### src/hdl/ingress_params.svh
// Ingress aggregator sizes

`ifndef INGRESS_PARAMS_SVH
`define INGRESS_PARAMS_SVH

// Number of narrow ingress ports
`define ING_NUM_PORTS       4

// Bytes per ingress beat and per egress word
`define ING_PORT_BYTES      2
`define ING_BUS_BYTES       8
`define ING_BEATS_PER_WORD  (`ING_BUS_BYTES / `ING_PORT_BYTES)

// Largest legal packet
`define ING_MTU_BYTES       64
`define ING_MTU_WORDS       ((`ING_MTU_BYTES + `ING_BUS_BYTES - 1) / `ING_BUS_BYTES)

// Words per port buffer, room for two full packets at a power of two.
// A packet has to be complete before it leaves, so one MTU alone would
// stall the next packet behind it
`define ING_BUF_DEPTH       (2 ** $clog2(2 * `ING_MTU_WORDS))

`endif

### src/hdl/ingress_pkg.sv
// Ingress aggregator types

`include "ingress_params.svh"

package ingress_pkg;

    // One ingress beat and its byte enables
    typedef logic [8*`ING_PORT_BYTES-1:0] port_data_t;
    typedef logic [`ING_PORT_BYTES-1:0]   port_keep_t;

    // One egress word and its byte enables
    typedef logic [8*`ING_BUS_BYTES-1:0]  bus_data_t;
    typedef logic [`ING_BUS_BYTES-1:0]    bus_keep_t;

    // Source port tag carried with every egress word
    typedef logic [$clog2(`ING_NUM_PORTS)-1:0] port_idx_t;

    // Buffer addressing, the pointer has one extra wrap bit
    typedef logic [$clog2(`ING_BUF_DEPTH)-1:0] buf_addr_t;
    typedef logic [$clog2(`ING_BUF_DEPTH):0]   buf_ptr_t;

    // Egress packet counter
    typedef logic [31:0] pkt_cnt_t;

    typedef enum logic {
        SCHED_IDLE,
        SCHED_SEND
    } sched_state_t;

endpackage

### src/hdl/ingress_width_adapt.sv
// Ingress width adapter

`timescale 1ns/10ps
`include "ingress_params.svh"

module ingress_width_adapt (
    input  logic                    ing_16b_phys_ports,
    input  logic                    rst,
    input  logic                    in_valid,
    input  ingress_pkg::port_data_t in_data,
    input  ingress_pkg::port_keep_t in_keep,
    input  logic                    in_last,
    output logic                    wr_valid,
    output ingress_pkg::bus_data_t  wr_data,
    output ingress_pkg::bus_keep_t  wr_keep,
    output logic                    wr_last
);
    import ingress_pkg::*;

    localparam int LANE_W    = $clog2(`ING_BEATS_PER_WORD);
    localparam int BEAT_BITS = 8 * `ING_PORT_BYTES;
    localparam logic [LANE_W-1:0] LAST_LANE = LANE_W'(`ING_BEATS_PER_WORD - 1);

    logic [LANE_W-1:0] lane;
    bus_data_t         acc_data;
    bus_keep_t         acc_keep;
    bus_data_t         nxt_data;
    bus_keep_t         nxt_keep;
    logic              word_done;

    ////////////////////////////////////////
    // Lane packing

    // The incoming beat merged into the word under construction
    always_comb begin
        nxt_data = acc_data;
        nxt_keep = acc_keep;
        nxt_data[lane*BEAT_BITS +: BEAT_BITS] = in_data;
        nxt_keep[lane*`ING_PORT_BYTES +: `ING_PORT_BYTES] = in_keep;
    end

    // A word closes on its top lane or on the end of a packet
    assign word_done = in_valid && (in_last || lane == LAST_LANE);

    always_ff @(posedge ing_16b_phys_ports) begin
        if (rst) begin
            lane     <= '0;
            acc_keep <= '0;
            wr_valid <= 1'b0;
        end else begin
            wr_valid <= word_done;
            if (word_done) begin
                // Next packet or next word starts again in lane 0
                lane     <= '0;
                acc_keep <= '0;
            end else if (in_valid) begin
                lane     <= lane + 1'b1;
                acc_keep <= nxt_keep;
            end
        end
    end

    ////////////////////////////////////////
    // Word output

    always_ff @(posedge ing_16b_phys_ports) begin
        if (in_valid) begin
            acc_data <= nxt_data;
        end
        if (word_done) begin
            wr_data <= nxt_data;
            wr_keep <= nxt_keep;
            wr_last <= in_last;
        end
    end

endmodule

### config.mk
export PLATFORM = sky130hd
export DESIGN_NAME = ingress_width_adapt
export DESIGN_NICKNAME = d
export VERILOG_FILES = /design/src/hdl/ingress_pkg.sv /design/src/hdl/ingress_width_adapt.sv
export VERILOG_INCLUDE_DIRS = /design/src /design/src/hdl
export SDC_FILE = /design/constraint.sdc
export NUM_CORES = 1
export LEC_CHECK = 0
export ABC_AREA = 1
export BUFFER_PORTS_ARGS = -buffer_cell sky130_fd_sc_hd__clkbuf_2
export CAP_MARGIN = 20
export CORE_MARGIN = 2
export CORE_UTILIZATION = 50
export DETAILED_ROUTE_END_ITERATION = 10
export GPL_ROUTABILITY_DRIVEN = 0
export MAX_ROUTING_LAYER = met4
export PLACE_DENSITY_LB_ADDON = 0.08
export RECOVER_POWER = 25
export SLEW_MARGIN = 30
export SYNTH_ARGS = -nofsm -noshare
export SYNTH_HDL_FRONTEND = slang
export SYNTH_SLANG_ARGS = --single-unit
### constraint.sdc
create_clock -name ing_16b_phys_ports -period 2.6 [get_ports ing_16b_phys_ports]
set_input_delay 0.26 -clock ing_16b_phys_ports [delete_from_list [all_inputs] [get_ports ing_16b_phys_ports]]
set_output_delay 0.26 -clock ing_16b_phys_ports [all_outputs]
set_load 0.1 [all_outputs]
# Word-level counts from Yosys, hierarchy flattened
# Cells that the tools add are included.
# W data, S select, Z words.
# totals
register_bits	148
in_bits	22
# op_classes
n_addsub	3
eq_ne	1
n_shift	4
muxes	2
n_reduce_logical	3
# op_table
cell	n
$bwmux W64	1
$shift A16 B34 Y64 const A	1
$shiftx A16 B34 Y64	1
$neg A3 Y34	1
$neg A6 Y34	1
$shift A2 B34 Y8 const A	1
$shiftx A2 B34 Y8	1
$bwmux W8	1
$add A2 B1 Y2 const B	1
$eq A2 B2 Y1 const B	1
$reduce_or A2 Y1	1
$logic_and A1 B1 Y1	1
$logic_or A1 B1 Y1	1

# Depth between registers and ports, before layout
# logic_depth
depth_word	4
ltp_mapped	10
ltp_nobuf	9

# Worst setup path after synthesis
# OpenSTA, ideal clock, no wires.
# synth_timing
path_type	reg2reg
start	reg lane[0]
end	reg wr_data[0] (enable)
t_arrival_ps	2138
required_ps	2173
setup_slack_ps	35
path_stages_with_launch	4
n_path_buf	0
period_less_slack_ps	2565
cell_sequence	dfxtp_1 > ha_1 > o21ai_0 > inv_1
# synth_via
elab_chain_cells	3
# synth_rtl
item	line_no	rtl
start: declaration	ingress_width_adapt.sv:24	logic [LANE_W-1:0] lane;
start signal: assignment	ingress_width_adapt.sv:57	lane <= lane + 1'b1;
$eq A2 B2 Y1	ingress_width_adapt.sv:43	assign word_done = in_valid && (in_last || lane == LAST_LANE);
$logic_or A1 B1 Y1	ingress_width_adapt.sv:43	
$logic_and A1 B1 Y1	ingress_width_adapt.sv:43	
via word_done	ingress_width_adapt.sv:29	logic word_done;
end signal: assignment	ingress_width_adapt.sv:71	wr_data <= nxt_data;
end: declaration	ingress_width_adapt.sv:14	output ingress_pkg::bus_data_t wr_data,
# The timed path passes the listed nets, and every way through them passes these cells.
# A chain may end at the register's enable or synchronous reset.

# Final worst setup path
# layout_timing
start	reg lane[0]
end	reg acc_data[62] (data pin)
# layout_via
elab_chain_cells	3
word_cells_on_any_way	4
# layout_rtl
item	line_no	rtl
$neg A6 Y34 (*)	ingress_width_adapt.sv:38	nxt_data[lane*BEAT_BITS +: BEAT_BITS] = in_data;
$shiftx A16 B34 Y64 or $shift A16 B34 Y64 (tied branches)	ingress_width_adapt.sv:38	
$bwmux W64 (*)	ingress_width_adapt.sv:38	
via nxt_data[62]	ingress_width_adapt.sv:27	bus_data_t nxt_data;
end signal: assignment	ingress_width_adapt.sv:68	acc_data <= nxt_data;
end: declaration	ingress_width_adapt.sv:25	bus_data_t acc_data;
# The timed path passes the listed nets; every way through them passes the cells marked *.

==> qor.yml <==
synth_area_sq_mm: 0.005639
root_buffer: "clkbuf_16"
synthTopCellsByCount: "nand2_1 (140), edfxtp_1 (137), o21ai_0 (46)"
p_leak_uw: 0.002784
synth_cell_types: 19
fin_ws_ns: 0.3953
p_int_uw: 4434
core-area_sq_mm: 0.01094
violations: "capacitance limit, slew limit"
synth_top_family_by_area: "simple AND/OR/NAND/NOR gates"
syn_nets: 473
grt_remaining_overflow: 0
drv_slew: 85
dpl.cell_count: 673
synth_top_area_frac: 0.7295
start_kind: "flop"
synth_seq_cells: 148
rows: 38
arrival_ns: 2.39
p_sw_frac: 0.2734
power_uw: 6103
route.detailed.drc: 0
vias: 3636
htree_levels: 4
synth_xor_area_frac: 0
vdd_drop_max_mv: 0.4296
timing.final.crit_share: 0.8480
sequentialPowerShare: 0.468
grt_usage: 0.2090
synth-seq-area-share: 0.7686
viasPerCell: 5.157
insertion_delay_ns: 0.41
fin_setup_tns_ns: 0
grt_pass1_wl_mm: 17.77
setup_viol: 0
cp.required_ns: 2.79
synth_most_common_cell: "nand2_1"
drtIter0Drc: 213
holdBufCountCts: 0
cts_setup_buffers: 0
die_x_um: 110.2
fin_cells: 705
synth_enable_flop_cells: 137
io_pins: 96
numPortBuffers: 95
synth_compound_area_frac: 0.04526
path_cells: "inv_1 -> ha_1 -> inv_1 -> nand2_1 -> nor2_1 -> inv_1 -> o21ai_0"
async_flop_share: 0
post-route-min-period_ns: 2.205
max_stage_delay_ns: 0.44
synth_top_flop_cell: "edfxtp_1"
antennaDiodeCount: 0
crit_buf_inv: 3
p_per_area_mw_per_mm2: 894.5
grt_max_degree: 85
cts_buffers: 17
finalHoldViolCount: 0
synth_top_cell_by_area: "edfxtp_1"
yosys_warnings: 0
firstDrtPassIters: 4
drtAntennaViolNets: 0
clkTransAtPathRegs_ns: 0.06
drive_above_1_share: 0.2106
synth.area.top_cells: "edfxtp_1 (73%), nand2_1 (9.3%), o21ai_0 (4.1%), dfxtp_1 (3.9%), nand3_1 (3.0%)"
die-area_sq_mm: 0.01214
synthMuxAreaShare: 0
p_clk_frac: 0.395
tightest_slew_ns: 2.020
clk_path_buf_depth: 2
worst_path_dominant_cell_family: "buffers and inverters"
cts_sinks: 148
cts_tree: "done"
status: "finished, violations left"
clock_skew_ns: 0.009467
post-dp-hpwl_mm: 7.445
critPathKind: "flop to flop"
max-slew-margin-rel: -0.3466
hp-class: "primary input to flop"
cts-resized-gates: 0
synthSimpleGateAreaFrac: 0.1449
power.switching_uw: 1669
wire_per_inst_um: 16.45
grt_pass1_vias: 3480
slowest_stage: "dfxtp_1"
p_comb_frac: 0.137
fin_area_sq_mm: 0.006823
wl_mm: 11.60
cap_violations: 1
synth_fa_ha_area_frac: 0.01109
rsz0062_at_grt: "false"
synthToLayoutAreaGrowth_pct: 20.99
crit_top_cell: "inv_1"
start_util: 0.5157
placed_cell_area_sq_mm: 0.006269
cp_max_fo: 16
fmax_ghz: 0.4536
syn_inst: 446
nets: 579
antenna_found_initial: 0
syn_avg_cell_area_sq_um: 12.64
die_h_um: 110.2
dp_slack_ns: 0.4885
endpoint_kind: "flop"
==> worst reg2reg max path, stage by stage, from the launching register on <==
cell and delay [ns]:
dfxtp_1 0.44, inv_1 0.16, ha_1 0.37, inv_1 0.09
nand2_1 0.05, nor2_1 0.17, inv_1 0.29, o21ai_0 0.41
==> worst paths after layout <==
| path | start | end | slack, ns | cells past startpoint |
|---|---|---|---|---|
| hold reg to reg | acc_data[0] | acc_data[0] | 0.55 | 2 |
| setup reg to reg | lane[0] | acc_data[62] | 0.40 | 7 |
| hold / removal | rst | wr_valid | 0.02 | 2 |
| setup / recovery | lane[0] | acc_data[62] | 0.40 | 7 |
==> cells by family (layout without fill, tap and decap cells) <==
group                    count (synthesis)  count (layout)
AND/OR/NAND/NOR                        203             203
flip-flops                             148             148
AO/OA/AOI/OAI                           51              51
buffers and inverters                   39             158
adder cells (fa/ha/maj)                  5               5
==> metal layers <==
metal,track usage,routed length (um),up-vias
met5,-,0,-
met4,0.08214,182,0
met3,0.05409,609,12
met2,0.3282,5745,114
met1,0.2621,5061,1749
li1,-,-,1761
==> sequential cells by signal, indices dropped and copies added (netlist names) <==
register / cells
acc_data: 64
acc_keep: 8
lane: 2
wr_data: 64
wr_keep: 8
wr_last: 1
wr_valid: 1
==> per-stage QoR <==
| stage | hold slack, ns | util |
|---|---|---|
| after floorplan | 0.3324 | - |
| final | 0.01986 | 0.6239 |
| after global placement | 0.4396 | 0.5729 |
| after CTS | 0.003240 | 0.6272 |
| after detailed placement | 0.4369 | 0.5732 |
| after global routing | 0.01096 | 0.6239 |
==> cells in the final DEF, fill, tap and decap left out, drive strengths merged <==
cell type and n:
nand2 142, edfxtp 137, clkbuf 114, o21ai 49, nand3 34, nor2 26
inv 23, dfxtp 11, clkinv 7, buf 6, ha 5, clkinvlp 5
bufinv 3, a21oi 2, or2 1
==> power by group through the flow <==
| stage | Clock, uW | Sequential (uW) | Combinational [uW] |
|---|---|---|---|
| after CTS | 2440 | 2860 | 847 |
| after global routing | 2550 | 2870 | 894 |
| after detailed placement | 0 | 2910 | 844 |
| after global placement | 0 | 2900 | 834 |
| after floorplan | 0 | 3350 | 210 |
| final | 2410 | 2860 | 837 |
==> final cells by class <==
class / instances / area, sq um
timing repair buffer: 102 / 498.0
sequential: 148 / 4334
inverter: 24 / 90.09
tap: 140 / 175.2
multi-input combinational: 259 / 1135
clock buffer: 18 / 429.2
fill: 900 / 4113
clock inverter: 14 / 161.4
(Power assumes the default switching activity.)
