==> src/hdl/ingress_params.svh <==
// Ingress aggregator sizes

`ifndef INGRESS_PARAMS_SVH
`define INGRESS_PARAMS_SVH

// Number of narrow ingress ports
`define ING_NUM_PORTS       4

// Bytes per ingress beat and per egress word
`define ING_PORT_BYTES      2
`define ING_BUS_BYTES       8
`define ING_BEATS_PER_WORD  (`ING_BUS_BYTES / `ING_PORT_BYTES)

// Largest legal packet
`define ING_MTU_BYTES       64
`define ING_MTU_WORDS       ((`ING_MTU_BYTES + `ING_BUS_BYTES - 1) / `ING_BUS_BYTES)

// Words per port buffer, room for two full packets at a power of two.
// A packet has to be complete before it leaves, so one MTU alone would
// stall the next packet behind it
`define ING_BUF_DEPTH       (2 ** $clog2(2 * `ING_MTU_WORDS))

`endif

==> src/hdl/ingress_pkg.sv <==
// Ingress aggregator types

`include "ingress_params.svh"

package ingress_pkg;

    // One ingress beat and its byte enables
    typedef logic [8*`ING_PORT_BYTES-1:0] port_data_t;
    typedef logic [`ING_PORT_BYTES-1:0]   port_keep_t;

    // One egress word and its byte enables
    typedef logic [8*`ING_BUS_BYTES-1:0]  bus_data_t;
    typedef logic [`ING_BUS_BYTES-1:0]    bus_keep_t;

    // Source port tag carried with every egress word
    typedef logic [$clog2(`ING_NUM_PORTS)-1:0] port_idx_t;

    // Buffer addressing, the pointer has one extra wrap bit
    typedef logic [$clog2(`ING_BUF_DEPTH)-1:0] buf_addr_t;
    typedef logic [$clog2(`ING_BUF_DEPTH):0]   buf_ptr_t;

    // Egress packet counter
    typedef logic [31:0] pkt_cnt_t;

    typedef enum logic {
        SCHED_IDLE,
        SCHED_SEND
    } sched_state_t;

endpackage

==> src/hdl/ingress_port_buffer.sv <==
// Per-port packet buffer

`timescale 1ns/10ps
`include "ingress_params.svh"

module ingress_port_buffer (
    input  logic                   ing_16b_phys_ports,
    input  logic                   rst,
    input  logic                   port_enable,
    input  logic                   wr_valid,
    input  ingress_pkg::bus_data_t wr_data,
    input  ingress_pkg::bus_keep_t wr_keep,
    input  logic                   wr_last,
    input  logic                   rd_pop,
    output logic                   pkt_ready,
    output ingress_pkg::bus_data_t rd_data,
    output ingress_pkg::bus_keep_t rd_keep,
    output logic                   rd_last,
    output logic                   buf_overflow
);
    import ingress_pkg::*;

    localparam int AW = $clog2(`ING_BUF_DEPTH);

    bus_data_t mem_data [`ING_BUF_DEPTH];
    bus_keep_t mem_keep [`ING_BUF_DEPTH];
    logic      mem_last [`ING_BUF_DEPTH];

    // Write side fills, commit marks the end of the last whole packet,
    // read side drains toward the scheduler
    buf_ptr_t  wr_ptr;
    buf_ptr_t  cm_ptr;
    buf_ptr_t  rd_ptr;
    buf_addr_t wr_addr;
    buf_addr_t rd_addr;

    logic      in_pkt;
    logic      discard;
    logic      full;
    logic      start_off;
    logic      drop_word;
    logic      wr_en;
    logic      commit;
    logic      retire;
    buf_ptr_t  cmpl_cnt;

    assign wr_addr = wr_ptr[AW-1:0];
    assign rd_addr = rd_ptr[AW-1:0];

    // Full when the pointers meet on different laps
    assign full = (wr_ptr[AW] != rd_ptr[AW]) && (wr_addr == rd_addr);

    ////////////////////////////////////////
    // Write and drop decisions

    // Enable is looked at only on the first word of a packet
    assign start_off = !in_pkt && !port_enable;
    assign drop_word = discard || start_off || full;
    assign wr_en     = wr_valid && !drop_word;
    assign commit    = wr_en && wr_last;
    assign retire    = rd_pop && rd_last;

    always_ff @(posedge ing_16b_phys_ports) begin
        if (rst) begin
            wr_ptr       <= '0;
            cm_ptr       <= '0;
            in_pkt       <= 1'b0;
            discard      <= 1'b0;
            buf_overflow <= 1'b0;
        end else begin
            if (wr_valid) begin
                in_pkt  <= !wr_last;
                discard <= drop_word && !wr_last;
                if (drop_word) begin
                    // Throw away whatever of this packet was already stored
                    wr_ptr <= cm_ptr;
                end else begin
                    wr_ptr <= wr_ptr + 1'b1;
                end
            end
            if (commit) begin
                cm_ptr <= wr_ptr + 1'b1;
            end
            if (wr_valid && full && !discard && !start_off) begin
                buf_overflow <= 1'b1;
            end
        end
    end

    always_ff @(posedge ing_16b_phys_ports) begin
        if (wr_en) begin
            mem_data[wr_addr] <= wr_data;
            mem_keep[wr_addr] <= wr_keep;
            mem_last[wr_addr] <= wr_last;
        end
    end

    ////////////////////////////////////////
    // Read side

    assign rd_data = mem_data[rd_addr];
    assign rd_keep = mem_keep[rd_addr];
    assign rd_last = mem_last[rd_addr];

    always_ff @(posedge ing_16b_phys_ports) begin
        if (rst) begin
            rd_ptr   <= '0;
            cmpl_cnt <= '0;
        end else begin
            if (rd_pop) begin
                rd_ptr <= rd_ptr + 1'b1;
            end
            // Number of whole packets waiting
            case ({commit, retire})
                2'b10:   cmpl_cnt <= cmpl_cnt + 1'b1;
                2'b01:   cmpl_cnt <= cmpl_cnt - 1'b1;
                default: cmpl_cnt <= cmpl_cnt;
            endcase
        end
    end

    assign pkt_ready = (cmpl_cnt != '0);

endmodule

==> config.mk <==
export PLATFORM = sky130hd
export DESIGN_NAME = ingress_port_buffer
export DESIGN_NICKNAME = d
export VERILOG_FILES = /design/src/hdl/ingress_pkg.sv /design/src/hdl/ingress_port_buffer.sv
export VERILOG_INCLUDE_DIRS = /design/src /design/src/hdl
export SDC_FILE = /design/constraint.sdc
export NUM_CORES = 1
export LEC_CHECK = 0
export BUFFER_PORTS_ARGS = -buffer_cell sky130_fd_sc_hd__buf_4
export CAP_MARGIN = 40
export CORE_MARGIN = 2
export CORE_UTILIZATION = 50
export CTS_BUF_LIST = sky130_fd_sc_hd__clkbuf_8
export DETAILED_ROUTE_END_ITERATION = 8
export GPL_ROUTABILITY_DRIVEN = 0
export PLACE_DENSITY_LB_ADDON = 0.12
export SLEW_MARGIN = 20
export SYNTH_ARGS = -nofsm -noshare
export SYNTH_HDL_FRONTEND = slang
export SYNTH_SLANG_ARGS = --single-unit
==> constraint.sdc <==
create_clock -name ing_16b_phys_ports -period 10.7 [get_ports ing_16b_phys_ports]
set_input_delay 2.14 -clock ing_16b_phys_ports [delete_from_list [all_inputs] [get_ports ing_16b_phys_ports]]
set_output_delay 2.14 -clock ing_16b_phys_ports [all_outputs]
set_load 0.02 [all_outputs]
---- Yosys cells after proc, flatten, opt, wreduce, memory -nomap -nowiden ----
Memory sizes are Yosys's and may differ from the RTL's. A register that Yosys moved wholly into a read port is not among the register bits.
Index checks and enable logic that the tools add are counted.
operators by class
  add/sub/neg operators ................... 4
  equal/unequal tests ..................... 4
  mux-type cells .......................... 10
  reduce and logical (&&, ||, !) cells .... 19
operators by type and width
  cell                   number
  $mux W4                6
  $add A5 B1 Y5 const B  3
  $pmux W5 S2            1
  $logic_and A1 B1 Y1    9
  $logic_not A1 Y1       6
  $mux W5                1
  $reduce_bool A5 Y1     1
  $sub A5 B1 Y5 const B  1
  $eq A4 B4 Y1           1
  $eq A2 B1 Y1 const B   1
  $eq A2 B2 Y1 const B   1
  $logic_or A1 B1 Y1     2
  $mux W1                2
  $reduce_bool A2 Y1     1
  $ne A1 B1 Y1           1
word-level totals
  register bits after elaboration ......... 23
  RAM bits ................................ 1168
  input bits .............................. 78
  output and inout port bits .............. 75
  word-level logic and storage cells ...... 47
  memories kept ........................... 3
memories
  name      words  width  read ports  clocked after Yosys merged registers in  wr ports  line                       RTL
  mem_data  16     64     1           1                                        1         ingress_port_buffer.sv:25  bus_data_t mem_data [`ING_BUF_DEPTH];
  mem_keep  16     8      1           1                                        1         ingress_port_buffer.sv:26  bus_keep_t mem_keep [`ING_BUF_DEPTH];
  mem_last  16     1      1           1                                        1         ingress_port_buffer.sv:27  logic mem_last [`ING_BUF_DEPTH];

---- Depth between registers and ports, before layout ----
Gate-level depths: netlist (run 1).
  depth in word-level cells ............... 9
  gate-level depth with buffers ........... 13
  mapped depth without buffers ............ 12

---- Least setup slack after synthesis (run 1) ----
Ideal clock, no wire load.
  path type ............................... input port to flip-flop
  start ................................... in wr_valid
  end ..................................... mem mem_data[2][0] (netlist bit), enable pin
  setup time .............................. 0.594 ns
  arrival time ............................ 7.825 ns
  required time ........................... 10.106 ns
  setup slack ............................. 2.281 ns
  stages on the path ...................... 5
  path buffers ............................ 1
  cell sequence ........................... clkbuf_1 nand2_1 a21oi_1 nand2_1 nor3_1
on the way
  cells in the longest elaborated chain, start to end .. 3
ends and longest elaborated chain
  element                        line                       RTL
  start: declaration             ingress_port_buffer.sv:10  input logic wr_valid,
  $logic_and A1 B1 Y1            ingress_port_buffer.sv:59  assign wr_en = wr_valid && !drop_word;
  $mux W1                        ingress_port_buffer.sv:91  if (wr_en) begin
  $mux W1 (implied by the code)  ingress_port_buffer.sv:92  mem_data[wr_addr] <= wr_data;
  end: declaration               ingress_port_buffer.sv:25
No other way between the ends.

==> results of run 1 <==
per-stage QoR:
step,std cells,total power [mW],setup slack (ns),hold WS [ns]
floorplan,1780,5.79,2.28,0.441
global placement,3067,6.05,5.06,0.458
detailed placement,3083,6.07,5.11,0.467
CTS,3421,9.54,4.16,0.485
global route,3426,9.80,4.08,0.510
finish,3426,9.43,4.31,0.482
worst min-delay path, delay by kind of cell (launching register included):
| kind | cells | cell delay, ns |
|---|---|---|
| and+or+nand+nor | 1 | 0.07 |
| DFF | 1 | 0.31 |
| AOI/OAI and AO/OA | 1 | 0.06 |
metal layers:
layer	up-vias	wire length, um	global-route usage [%]	part of all wire [%]
met5	-	69	0	0.070
li1	8408	-	-	-
met4	10	1800	6.33	1.8
met2	604	49700	35.7	50
met3	147	6180	5.19	6.3
met1	11000	41100	30.3	42
cells by family (layout without fill, tap and decap cells):
family | Yosys count | in the layout | synth area share [%]
compound gates | 24 | 24 | 0.372
xor+xnor | 14 | 14 | 0.272
fa+ha+maj | 10 | 10 | 0.294
buf+inv | 96 | 562 | 0.982
flops | 1195 | 1195 | 79.0
mux | 371 | 371 | 18.4
other cells | 0 | 4 | 0
simple gates | 70 | 70 | 0.713
synth_stat cells:
| master | n | area [um^2] |
|---|---|---|
| sky130_fd_sc_hd__a41oi_1 | 1 | 8.76 |
| sky130_fd_sc_hd__a31oi_1 | 1 | 6.26 |
| sky130_fd_sc_hd__nand2b_1 | 4 | 25.0 |
| sky130_fd_sc_hd__a2111oi_0 | 2 | 17.5 |
| sky130_fd_sc_hd__buf_1 | 11 | 41.3 |
| sky130_fd_sc_hd__o31ai_1 | 1 | 7.51 |
| sky130_fd_sc_hd__a21oi_1 | 7 | 35.0 |
| sky130_fd_sc_hd__clkbuf_1 | 35 | 131 |
| sky130_fd_sc_hd__edfxtp_1 | 1168 | 35100 |
| sky130_fd_sc_hd__buf_2 | 36 | 180 |
| sky130_fd_sc_hd__nand3_1 | 2 | 10.0 |
| sky130_fd_sc_hd__nor4_1 | 1 | 6.26 |
| sky130_fd_sc_hd__xor2_1 | 10 | 87.6 |
| sky130_fd_sc_hd__inv_1 | 8 | 30.0 |
| sky130_fd_sc_hd__o21ai_0 | 2 | 10.0 |
| sky130_fd_sc_hd__a211oi_2 | 1 | 12.5 |
| sky130_fd_sc_hd__ha_1 | 9 | 113 |
| sky130_fd_sc_hd__a211oi_1 | 6 | 45.0 |
| sky130_fd_sc_hd__nor2b_1 | 3 | 18.8 |
| sky130_fd_sc_hd__nor2_1 | 36 | 135 |
| sky130_fd_sc_hd__nor3_1 | 6 | 30.0 |
| sky130_fd_sc_hd__buf_6 | 4 | 45.0 |
| sky130_fd_sc_hd__buf_4 | 2 | 15.0 |
| sky130_fd_sc_hd__a21boi_1 | 1 | 7.51 |
| sky130_fd_sc_hd__and2_1 | 1 | 6.26 |
| sky130_fd_sc_hd__fa_1 | 1 | 20.0 |
| sky130_fd_sc_hd__mux4_2 | 365 | 8220 |
| sky130_fd_sc_hd__nand3b_1 | 2 | 15.0 |
| sky130_fd_sc_hd__xnor2_1 | 4 | 35.0 |
| sky130_fd_sc_hd__o21ba_2 | 1 | 10.0 |
| sky130_fd_sc_hd__and3_1 | 1 | 6.26 |
| sky130_fd_sc_hd__mux2i_1 | 6 | 60.1 |
| sky130_fd_sc_hd__a21o_1 | 1 | 7.51 |
| sky130_fd_sc_hd__dfxtp_1 | 27 | 541 |
| sky130_fd_sc_hd__or4_1 | 1 | 7.51 |
| sky130_fd_sc_hd__nor3b_1 | 2 | 15.0 |
| sky130_fd_sc_hd__nand4_1 | 2 | 12.5 |
| sky130_fd_sc_hd__nand2_1 | 9 | 33.8 |
sequential cells by signal (all words and copies together), names as in the netlist, named ones only:
name / count
cm_ptr: 5
rd_ptr: 5
discard: 1
mem_keep: 128
in_pkt: 1
wr_ptr: 5
cmpl_cnt: 5
mem_data: 1024
mem_last: 16
buf_overflow: 1
power breakdown:
group          internal [mW]  total (mW)  switching [mW]
clock network           1.74        3.47            1.73
registers               5.20        5.23          0.0284
logic                  0.351       0.735           0.384
total                   7.29        9.43            2.14
final timing paths:
path,endpoint,depth (start not counted)
max reg2reg,cmpl_cnt[4]$_SDFFE_PP0P_,11
min reg2reg,discard$_SDFFE_PP0P_,2
min,discard$_SDFFE_PP0P_,2
max,rd_data[17],5
layout make-up:
type / instances / area (um^2) / area share (%)
Inverter: 8 / 30.0 / 0.0582
Multi-Input combinational cell: 489 / 9140 / 17.7
Clock buffer: 192 / 2640 / 5.12
Clock inverter: 146 / 709 / 1.38
Tap cell: 1176 / 1470 / 2.85
Sequential cell: 1195 / 35600 / 69.1
Antenna cell: 4 / 10.0 / 0.0194
Timing Repair Buffer: 216 / 1930 / 3.75
cell usage in the layout (no fill, tap or decap), types with 6 or more instances in the layout:
cell type                     n
sky130_fd_sc_hd__a211oi_1     6
sky130_fd_sc_hd__a21oi_1      7
sky130_fd_sc_hd__buf_12       9
sky130_fd_sc_hd__buf_16      10
sky130_fd_sc_hd__buf_4      197
sky130_fd_sc_hd__clkbuf_8   192
sky130_fd_sc_hd__clkinv_1    45
sky130_fd_sc_hd__clkinv_2    16
sky130_fd_sc_hd__dfxtp_1     23
sky130_fd_sc_hd__edfxtp_1  1168
sky130_fd_sc_hd__ha_1         9
sky130_fd_sc_hd__inv_1       79
sky130_fd_sc_hd__mux2i_1      6
sky130_fd_sc_hd__mux4_2     365
sky130_fd_sc_hd__nand2_1      9
sky130_fd_sc_hd__nor2_1      24
sky130_fd_sc_hd__nor2_4      12
sky130_fd_sc_hd__xor2_1      10
==> impl_metrics.prom, run 1 <==
# TYPE chip_impl_metric gauge
chip_impl_info{name="status",value="completed"} 1
chip_impl_metric{name="mappedNetlistNets",unit=""} 1868
chip_impl_metric{name="fin_tns_setup",unit="ns"} 0
chip_impl_metric{name="nets",unit=""} 2188
chip_impl_metric{name="critical_path_required",unit="ns"} 8.56
chip_impl_metric{name="numCtsBuffers",unit=""} 190
chip_impl_metric{name="die_y",unit="um"} 304
chip_impl_metric{name="io_pins",unit=""} 153
chip_impl_metric{name="final_core_utilization",unit="%"} 57.5
chip_impl_metric{name="leakagePower",unit="nW"} 16.2
chip_impl_metric{name="grt.overflow.total",unit=""} 0
chip_impl_metric{name="clock_latency",unit="ns"} 0.83
chip_impl_metric{name="post_place_instance_area",unit="um^2"} 48200
chip_impl_metric{name="sequential_element_share_of_the_synthesized_area",unit="%"} 79.0
chip_impl_metric{name="clk_pin_slew_worst_paths",unit="ns"} 0.06
chip_impl_metric{name="place.detailed.hpwl",unit="um"} 52600
chip_impl_metric{name="wl_per_cell",unit="um"} 28.8
chip_impl_info{name="cts_tree",value="built"} 1
chip_impl_metric{name="cts_max_path_buffers",unit=""} 3
chip_impl_metric{name="detail-route-antenna-nets",unit=""} 0
chip_impl_metric{name="first_global_vias",unit=""} 21900
chip_impl_metric{name="fraction_of_layout_cells_with_a_size_suffix_above_1",unit="%"} 36.7
chip_impl_metric{name="placement_rows",unit=""} 110
chip_impl_info{name="rsz_0062_raised_after_global_routing",value="false"} 1
chip_impl_metric{name="cp.buffers_inverters",unit=""} 3
chip_impl_metric{name="post-route-period-util",unit="%"} 59.7
chip_impl_metric{name="synth.avg_cell_area",unit="um^2"} 25.3
chip_impl_metric{name="die_area",unit="um^2"} 92600
chip_impl_info{name="cp_slowest_cell",value="sky130_fd_sc_hd__buf_4"} 1
chip_impl_metric{name="cts-hold-fix-buffers",unit=""} 0
chip_impl_metric{name="post-cts-setup-buffer-count",unit=""} 0
chip_impl_metric{name="drt-total-wl",unit="um"} 98800
chip_impl_info{name="timing.setup.critical_path_class",value="flop to output pin"} 1
chip_impl_metric{name="hold_viol_final",unit=""} 0
chip_impl_info{name="timing.critical_path.max_delay_family",value="buffers and inverters"} 1
chip_impl_metric{name="powerDensity",unit="nW/um^2"} 183
chip_impl_metric{name="floorplan.initialDensity",unit="%"} 50.2
chip_impl_info{name="worst_setup_path_end_kind",value="output pin"} 1
chip_impl_metric{name="drt_iter0_drc",unit=""} 1766
chip_impl_metric{name="grt_use_total",unit="%"} 22.0
chip_impl_info{name="hold_start",value="discard$_SDFFE_PP0P_"} 1
chip_impl_metric{name="final_design_area_no_fill",unit="um^2"} 51600
chip_impl_metric{name="netlist-cell-type-count",unit=""} 38
chip_impl_metric{name="nFillCells",unit=""} 6586
chip_impl_metric{name="finalClockSkew",unit="ns"} 0.0294
chip_impl_metric{name="synthesis.area",unit="um^2"} 45100
chip_impl_metric{name="slew_headroom",unit="%"} 24.3
chip_impl_metric{name="finalSetupViolCount",unit=""} 0
chip_impl_metric{name="finalWorstPathRequiredPeriod",unit="ns"} 6.39
chip_impl_metric{name="die_span_x",unit="um"} 304
chip_impl_metric{name="io_buffer_count",unit=""} 152
chip_impl_metric{name="post-route-drc-count",unit=""} 0
chip_impl_info{name="crit_path_cell_trace",value="buf_4 -> buf_4 -> mux4_2 -> mux4_2 -> buf_4"} 1
chip_impl_metric{name="synth-seq-cells",unit=""} 1195
chip_impl_metric{name="cts-htree-levels",unit=""} 4
chip_impl_metric{name="maximum_number_of_pins_on_one_net_before_global_route_repair",unit=""} 160
chip_impl_metric{name="yosys_warnings",unit=""} 0
chip_impl_metric{name="critical-path-max-stage-delay",unit="ns"} 0.74
chip_impl_metric{name="critical_path.max_fanout",unit=""} 52
chip_impl_metric{name="tritoncts_num_sinks",unit=""} 1195
chip_impl_metric{name="core",unit="um^2"} 89700
chip_impl_metric{name="worst-r2r-setup-slack",unit="ns"} 6.26
chip_impl_metric{name="critical_path_arrival",unit="ns"} 4.25
chip_impl_metric{name="synthCells",unit=""} 1780
chip_impl_metric{name="cts.repair.resized",unit=""} 0
chip_impl_metric{name="first_pass_iters",unit=""} 5
chip_impl_metric{name="vias_per_cell",unit=""} 5.89
chip_impl_info{name="worst_setup_start_kind",value="flop"} 1
chip_impl_metric{name="ir_drop",unit="V"} 0.000138
chip_impl_metric{name="drv_slew",unit=""} 0
chip_impl_info{name="cts_root_buf",value="sky130_fd_sc_hd__clkbuf_8"} 1
chip_impl_metric{name="fmax",unit="GHz"} 0.157
chip_impl_metric{name="maxCapViolCount",unit=""} 0
chip_impl_metric{name="synth_to_layout_area_growth",unit="%"} 14.4
chip_impl_metric{name="grt_first_pass_wirelength",unit="um"} 147000
chip_impl_metric{name="antenna_found_initial",unit=""} 9
chip_impl_info{name="critical-path-top-cell-by-count",value="sky130_fd_sc_hd__buf_4"} 1
chip_impl_metric{name="pin_slew_with_the_least_headroom_to_its_limit",unit="ns"} 1.14
chip_impl_info{name="timing.hold.worst.class",value="flop to flop"} 1
chip_impl_metric{name="via_count",unit=""} 20200
No activity file was read; power rests on OpenSTA's default activity.
==> run 2: changes to the inputs <==
==> constraint.sdc (replaced) <==
create_clock -name ing_16b_phys_ports -period 5.3 [get_ports ing_16b_phys_ports]
set_input_delay 1.06 -clock ing_16b_phys_ports [delete_from_list [all_inputs] [get_ports ing_16b_phys_ports]]
set_output_delay 1.06 -clock ing_16b_phys_ports [all_outputs]
set_load 0.02 [all_outputs]
==> run 2 against run 1 <==
Compared with the run above:
- worst hold slack got worse by 0.014 ns
- clock skew is 0.0054 ns higher
- die area is the same
- setup slack lost 3.5 ns
- clock power increased by 100%
- combinational power increased by 100%
- count of clock-buffer cells in the layout increased by 1
- routed wire length shrank 0.85%
- largest cell class unchanged
- largest power group unchanged
==> impl_metrics.prom, run 2 (synthesis results as in run 1) <==
# TYPE chip_impl_metric gauge
chip_impl_metric{name="finalWorstPathRequiredPeriod",unit="ns"} 4.47
chip_impl_info{name="status",value="completed"} 1
chip_impl_metric{name="critical_path.max_fanout",unit=""} 100
chip_impl_metric{name="cts_max_path_buffers",unit=""} 3
chip_impl_info{name="rsz_0062_raised_after_global_routing",value="false"} 1
chip_impl_metric{name="first_global_vias",unit=""} 22000
chip_impl_info{name="largest_register",value="mem_data"} 1
chip_impl_metric{name="switching_share",unit="%"} 22.8
chip_impl_info{name="worst_setup_path_end_kind",value="output pin"} 1
chip_impl_metric{name="nets",unit=""} 2181
chip_impl_metric{name="clock_latency",unit="ns"} 0.85
chip_impl_metric{name="io_buffer_count",unit=""} 152
chip_impl_metric{name="finalClockSkew",unit="ns"} 0.0348
chip_impl_metric{name="worst-r2r-setup-slack",unit="ns"} 1.73
chip_impl_info{name="worst_setup_start_kind",value="flop"} 1
chip_impl_metric{name="die_area",unit="um^2"} 92600
chip_impl_info{name="cts_tree",value="built"} 1
chip_impl_info{name="timing.setup.critical_path_class",value="flop to output pin"} 1
chip_impl_metric{name="worst_r2r_path_depth",unit=""} 12
chip_impl_metric{name="grt.overflow.total",unit=""} 0
chip_impl_metric{name="cts-htree-levels",unit=""} 4
chip_impl_metric{name="finalSetupViolCount",unit=""} 0
chip_impl_metric{name="critical-path-max-stage-delay",unit="ns"} 0.60
chip_impl_metric{name="pin_slew_with_the_least_headroom_to_its_limit",unit="ns"} 0.930
chip_impl_metric{name="core",unit="um^2"} 89700
chip_impl_metric{name="slew_headroom",unit="%"} 38.0
chip_impl_info{name="cp_slowest_cell",value="sky130_fd_sc_hd__mux4_2"} 1
chip_impl_metric{name="io_pins",unit=""} 153
chip_impl_metric{name="die_y",unit="um"} 304
chip_impl_metric{name="powerDensity",unit="nW/um^2"} 369
chip_impl_metric{name="drv_slew",unit=""} 0
chip_impl_metric{name="post-route-period-util",unit="%"} 84.3
chip_impl_metric{name="power.share.sequential",unit="%"} 55.2
chip_impl_metric{name="critical_path_arrival",unit="ns"} 3.41
chip_impl_metric{name="critical_path_required",unit="ns"} 4.24
chip_impl_metric{name="numCtsBuffers",unit=""} 189
chip_impl_metric{name="post-cts-setup-buffer-count",unit=""} 0
chip_impl_metric{name="ir_drop",unit="V"} 0.000246
chip_impl_metric{name="drt-total-wl",unit="um"} 97900
chip_impl_metric{name="clk_pin_slew_worst_paths",unit="ns"} 0.06
chip_impl_metric{name="wl_per_cell",unit="um"} 28.6
chip_impl_metric{name="via_count",unit=""} 20200
chip_impl_metric{name="grt_use_total",unit="%"} 21.8
chip_impl_metric{name="cts.repair.resized",unit=""} 0
chip_impl_metric{name="flip_flop_count_of_the_largest_register_all_copies_and_words_added",unit=""} 1024
chip_impl_metric{name="first_pass_iters",unit=""} 7
chip_impl_metric{name="drt_iter0_drc",unit=""} 1886
chip_impl_metric{name="p_sw",unit="mW"} 4.37
chip_impl_metric{name="die_span_x",unit="um"} 304
chip_impl_metric{name="maxCapViolCount",unit=""} 0
chip_impl_info{name="timing.hold.worst.class",value="flop to flop"} 1
chip_impl_metric{name="fmax",unit="GHz"} 0.224
chip_impl_info{name="cts_root_buf",value="sky130_fd_sc_hd__clkbuf_8"} 1
chip_impl_metric{name="leakagePower",unit="nW"} 16.2
chip_impl_metric{name="placement_rows",unit=""} 110
chip_impl_info{name="top_regs",value="mem_data: 1024 flops, mem_keep: 128 flops, mem_last: 16 flops"} 1
chip_impl_info{name="layout_common_cells",value="1168 x sky130_fd_sc_hd__edfxtp_1, 365 x sky130_fd_sc_hd__mux4_2, 193 x sky130_fd_sc_hd__clkbuf_8"} 1
chip_impl_metric{name="grt_first_pass_wirelength",unit="um"} 146000
chip_impl_metric{name="fin_tns_setup",unit="ns"} 0
chip_impl_metric{name="maximum_number_of_pins_on_one_net_before_global_route_repair",unit=""} 101
chip_impl_metric{name="power_frac_clock",unit="%"} 37.1
chip_impl_info{name="mostFrequentLayoutCell",value="sky130_fd_sc_hd__edfxtp_1"} 1
chip_impl_metric{name="floorplan.initialDensity",unit="%"} 50.2
chip_impl_metric{name="fraction_of_layout_cells_with_a_size_suffix_above_1",unit="%"} 37.1
chip_impl_metric{name="hold_viol_final",unit=""} 0
chip_impl_metric{name="power.combinational.fraction",unit="%"} 7.7
chip_impl_info{name="critical-path-top-cell-by-count",value="sky130_fd_sc_hd__mux4_2"} 1
chip_impl_metric{name="cts-hold-fix-buffers",unit=""} 0
chip_impl_metric{name="place.detailed.hpwl",unit="um"} 48800
chip_impl_metric{name="synth_to_layout_area_growth",unit="%"} 14.9
chip_impl_metric{name="post-place-ws",unit="ns"} 1.56
chip_impl_metric{name="detail-route-antenna-nets",unit=""} 0
chip_impl_metric{name="antenna_found_initial",unit=""} 8
chip_impl_metric{name="finalWorstSetupSlack",unit="ns"} 0.834
chip_impl_metric{name="post-route-drc-count",unit=""} 0
chip_impl_metric{name="tritoncts_num_sinks",unit=""} 1195
chip_impl_metric{name="vias_per_cell",unit=""} 5.91
chip_impl_info{name="crit_path_cell_trace",value="buf_12 -> mux4_2 -> mux4_2 -> buf_4"} 1
chip_impl_metric{name="holdPathStages",unit=""} 2
chip_impl_metric{name="p_int",unit="mW"} 14.7
[run 2: cell types whose count changed in the layout (fill, tap and decap cells not counted), sizes merged]
cell / previous run / this run
clkbuf: 192 / 193
clkinvlp: 4 / 3
inv: 85 / 77
buf: 216 / 210
clkinv: 62 / 75
[run 2: worst max-delay path, delay by kind of cell, from the launching register on]
family	cells	cell delay (ns)
muxes	2	1.10
buffers and inverters	2	0.77
DFF	1	0.47
[run 2: metrics by stage]
step | hold WS [ns] | utilization (%) | instances | total power, mW | instance area (um^2)
6_report | 0.468 | 57.7 | 3425 | 19.1 | 51800
5_1_grt | 0.449 | 57.7 | 3423 | 19.9 | 51800
4_1_cts | 0.428 | 57.6 | 3419 | 19.3 | 51700
3_5_place_dp | 0.464 | 53.8 | 3076 | 12.2 | 48300
3_3_place_gp | 0.458 | 53.7 | 3070 | 12.2 | 48100
2_1_floorplan | 0.441 | - | 1780 | 11.7 | 45100
[run 2: layout make-up]
class,count,area [um^2]
Antenna cell,4,10.0
Inverter,8,30.0
Clock inverter,150,772
Clock buffer,193,2660
Multi-Input combinational cell,489,9160
Tap cell,1176,1470
Timing Repair Buffer,210,2060
Fill cell,6511,37900
Sequential cell,1195,35600
[run 2: power by group through the flow]
stage	Sequential, mW	Combinational (mW)	Clock (mW)
after CTS	10.6	1.50	7.30
after floorplan	10.7	0.955	0
after global placement	10.7	1.47	0
after detailed placement	10.7	1.49	0
final	10.5	1.47	7.10
after global routing	10.6	1.58	7.72
[run 2: metal layers]
metal,GRT usage [%],share of wire [%],wire length (um)
met1,30.6,42,41100
met2,35.0,50,49100
met3,4.87,6.0,5920
met4,5.98,1.9,1810
met5,0,0.065,64
[run 2: path summary, 6_finish.rpt]
kind / startpoint / to
max: flop / rd_data[29]
min reg2reg: discard$_SDFFE_PP0P_ / discard$_SDFFE_PP0P_
min: discard$_SDFFE_PP0P_ / discard$_SDFFE_PP0P_
max reg2reg: wr_ptr[2]$_SDFFE_PP0P_ / cmpl_cnt[4]$_SDFFE_PP0P_
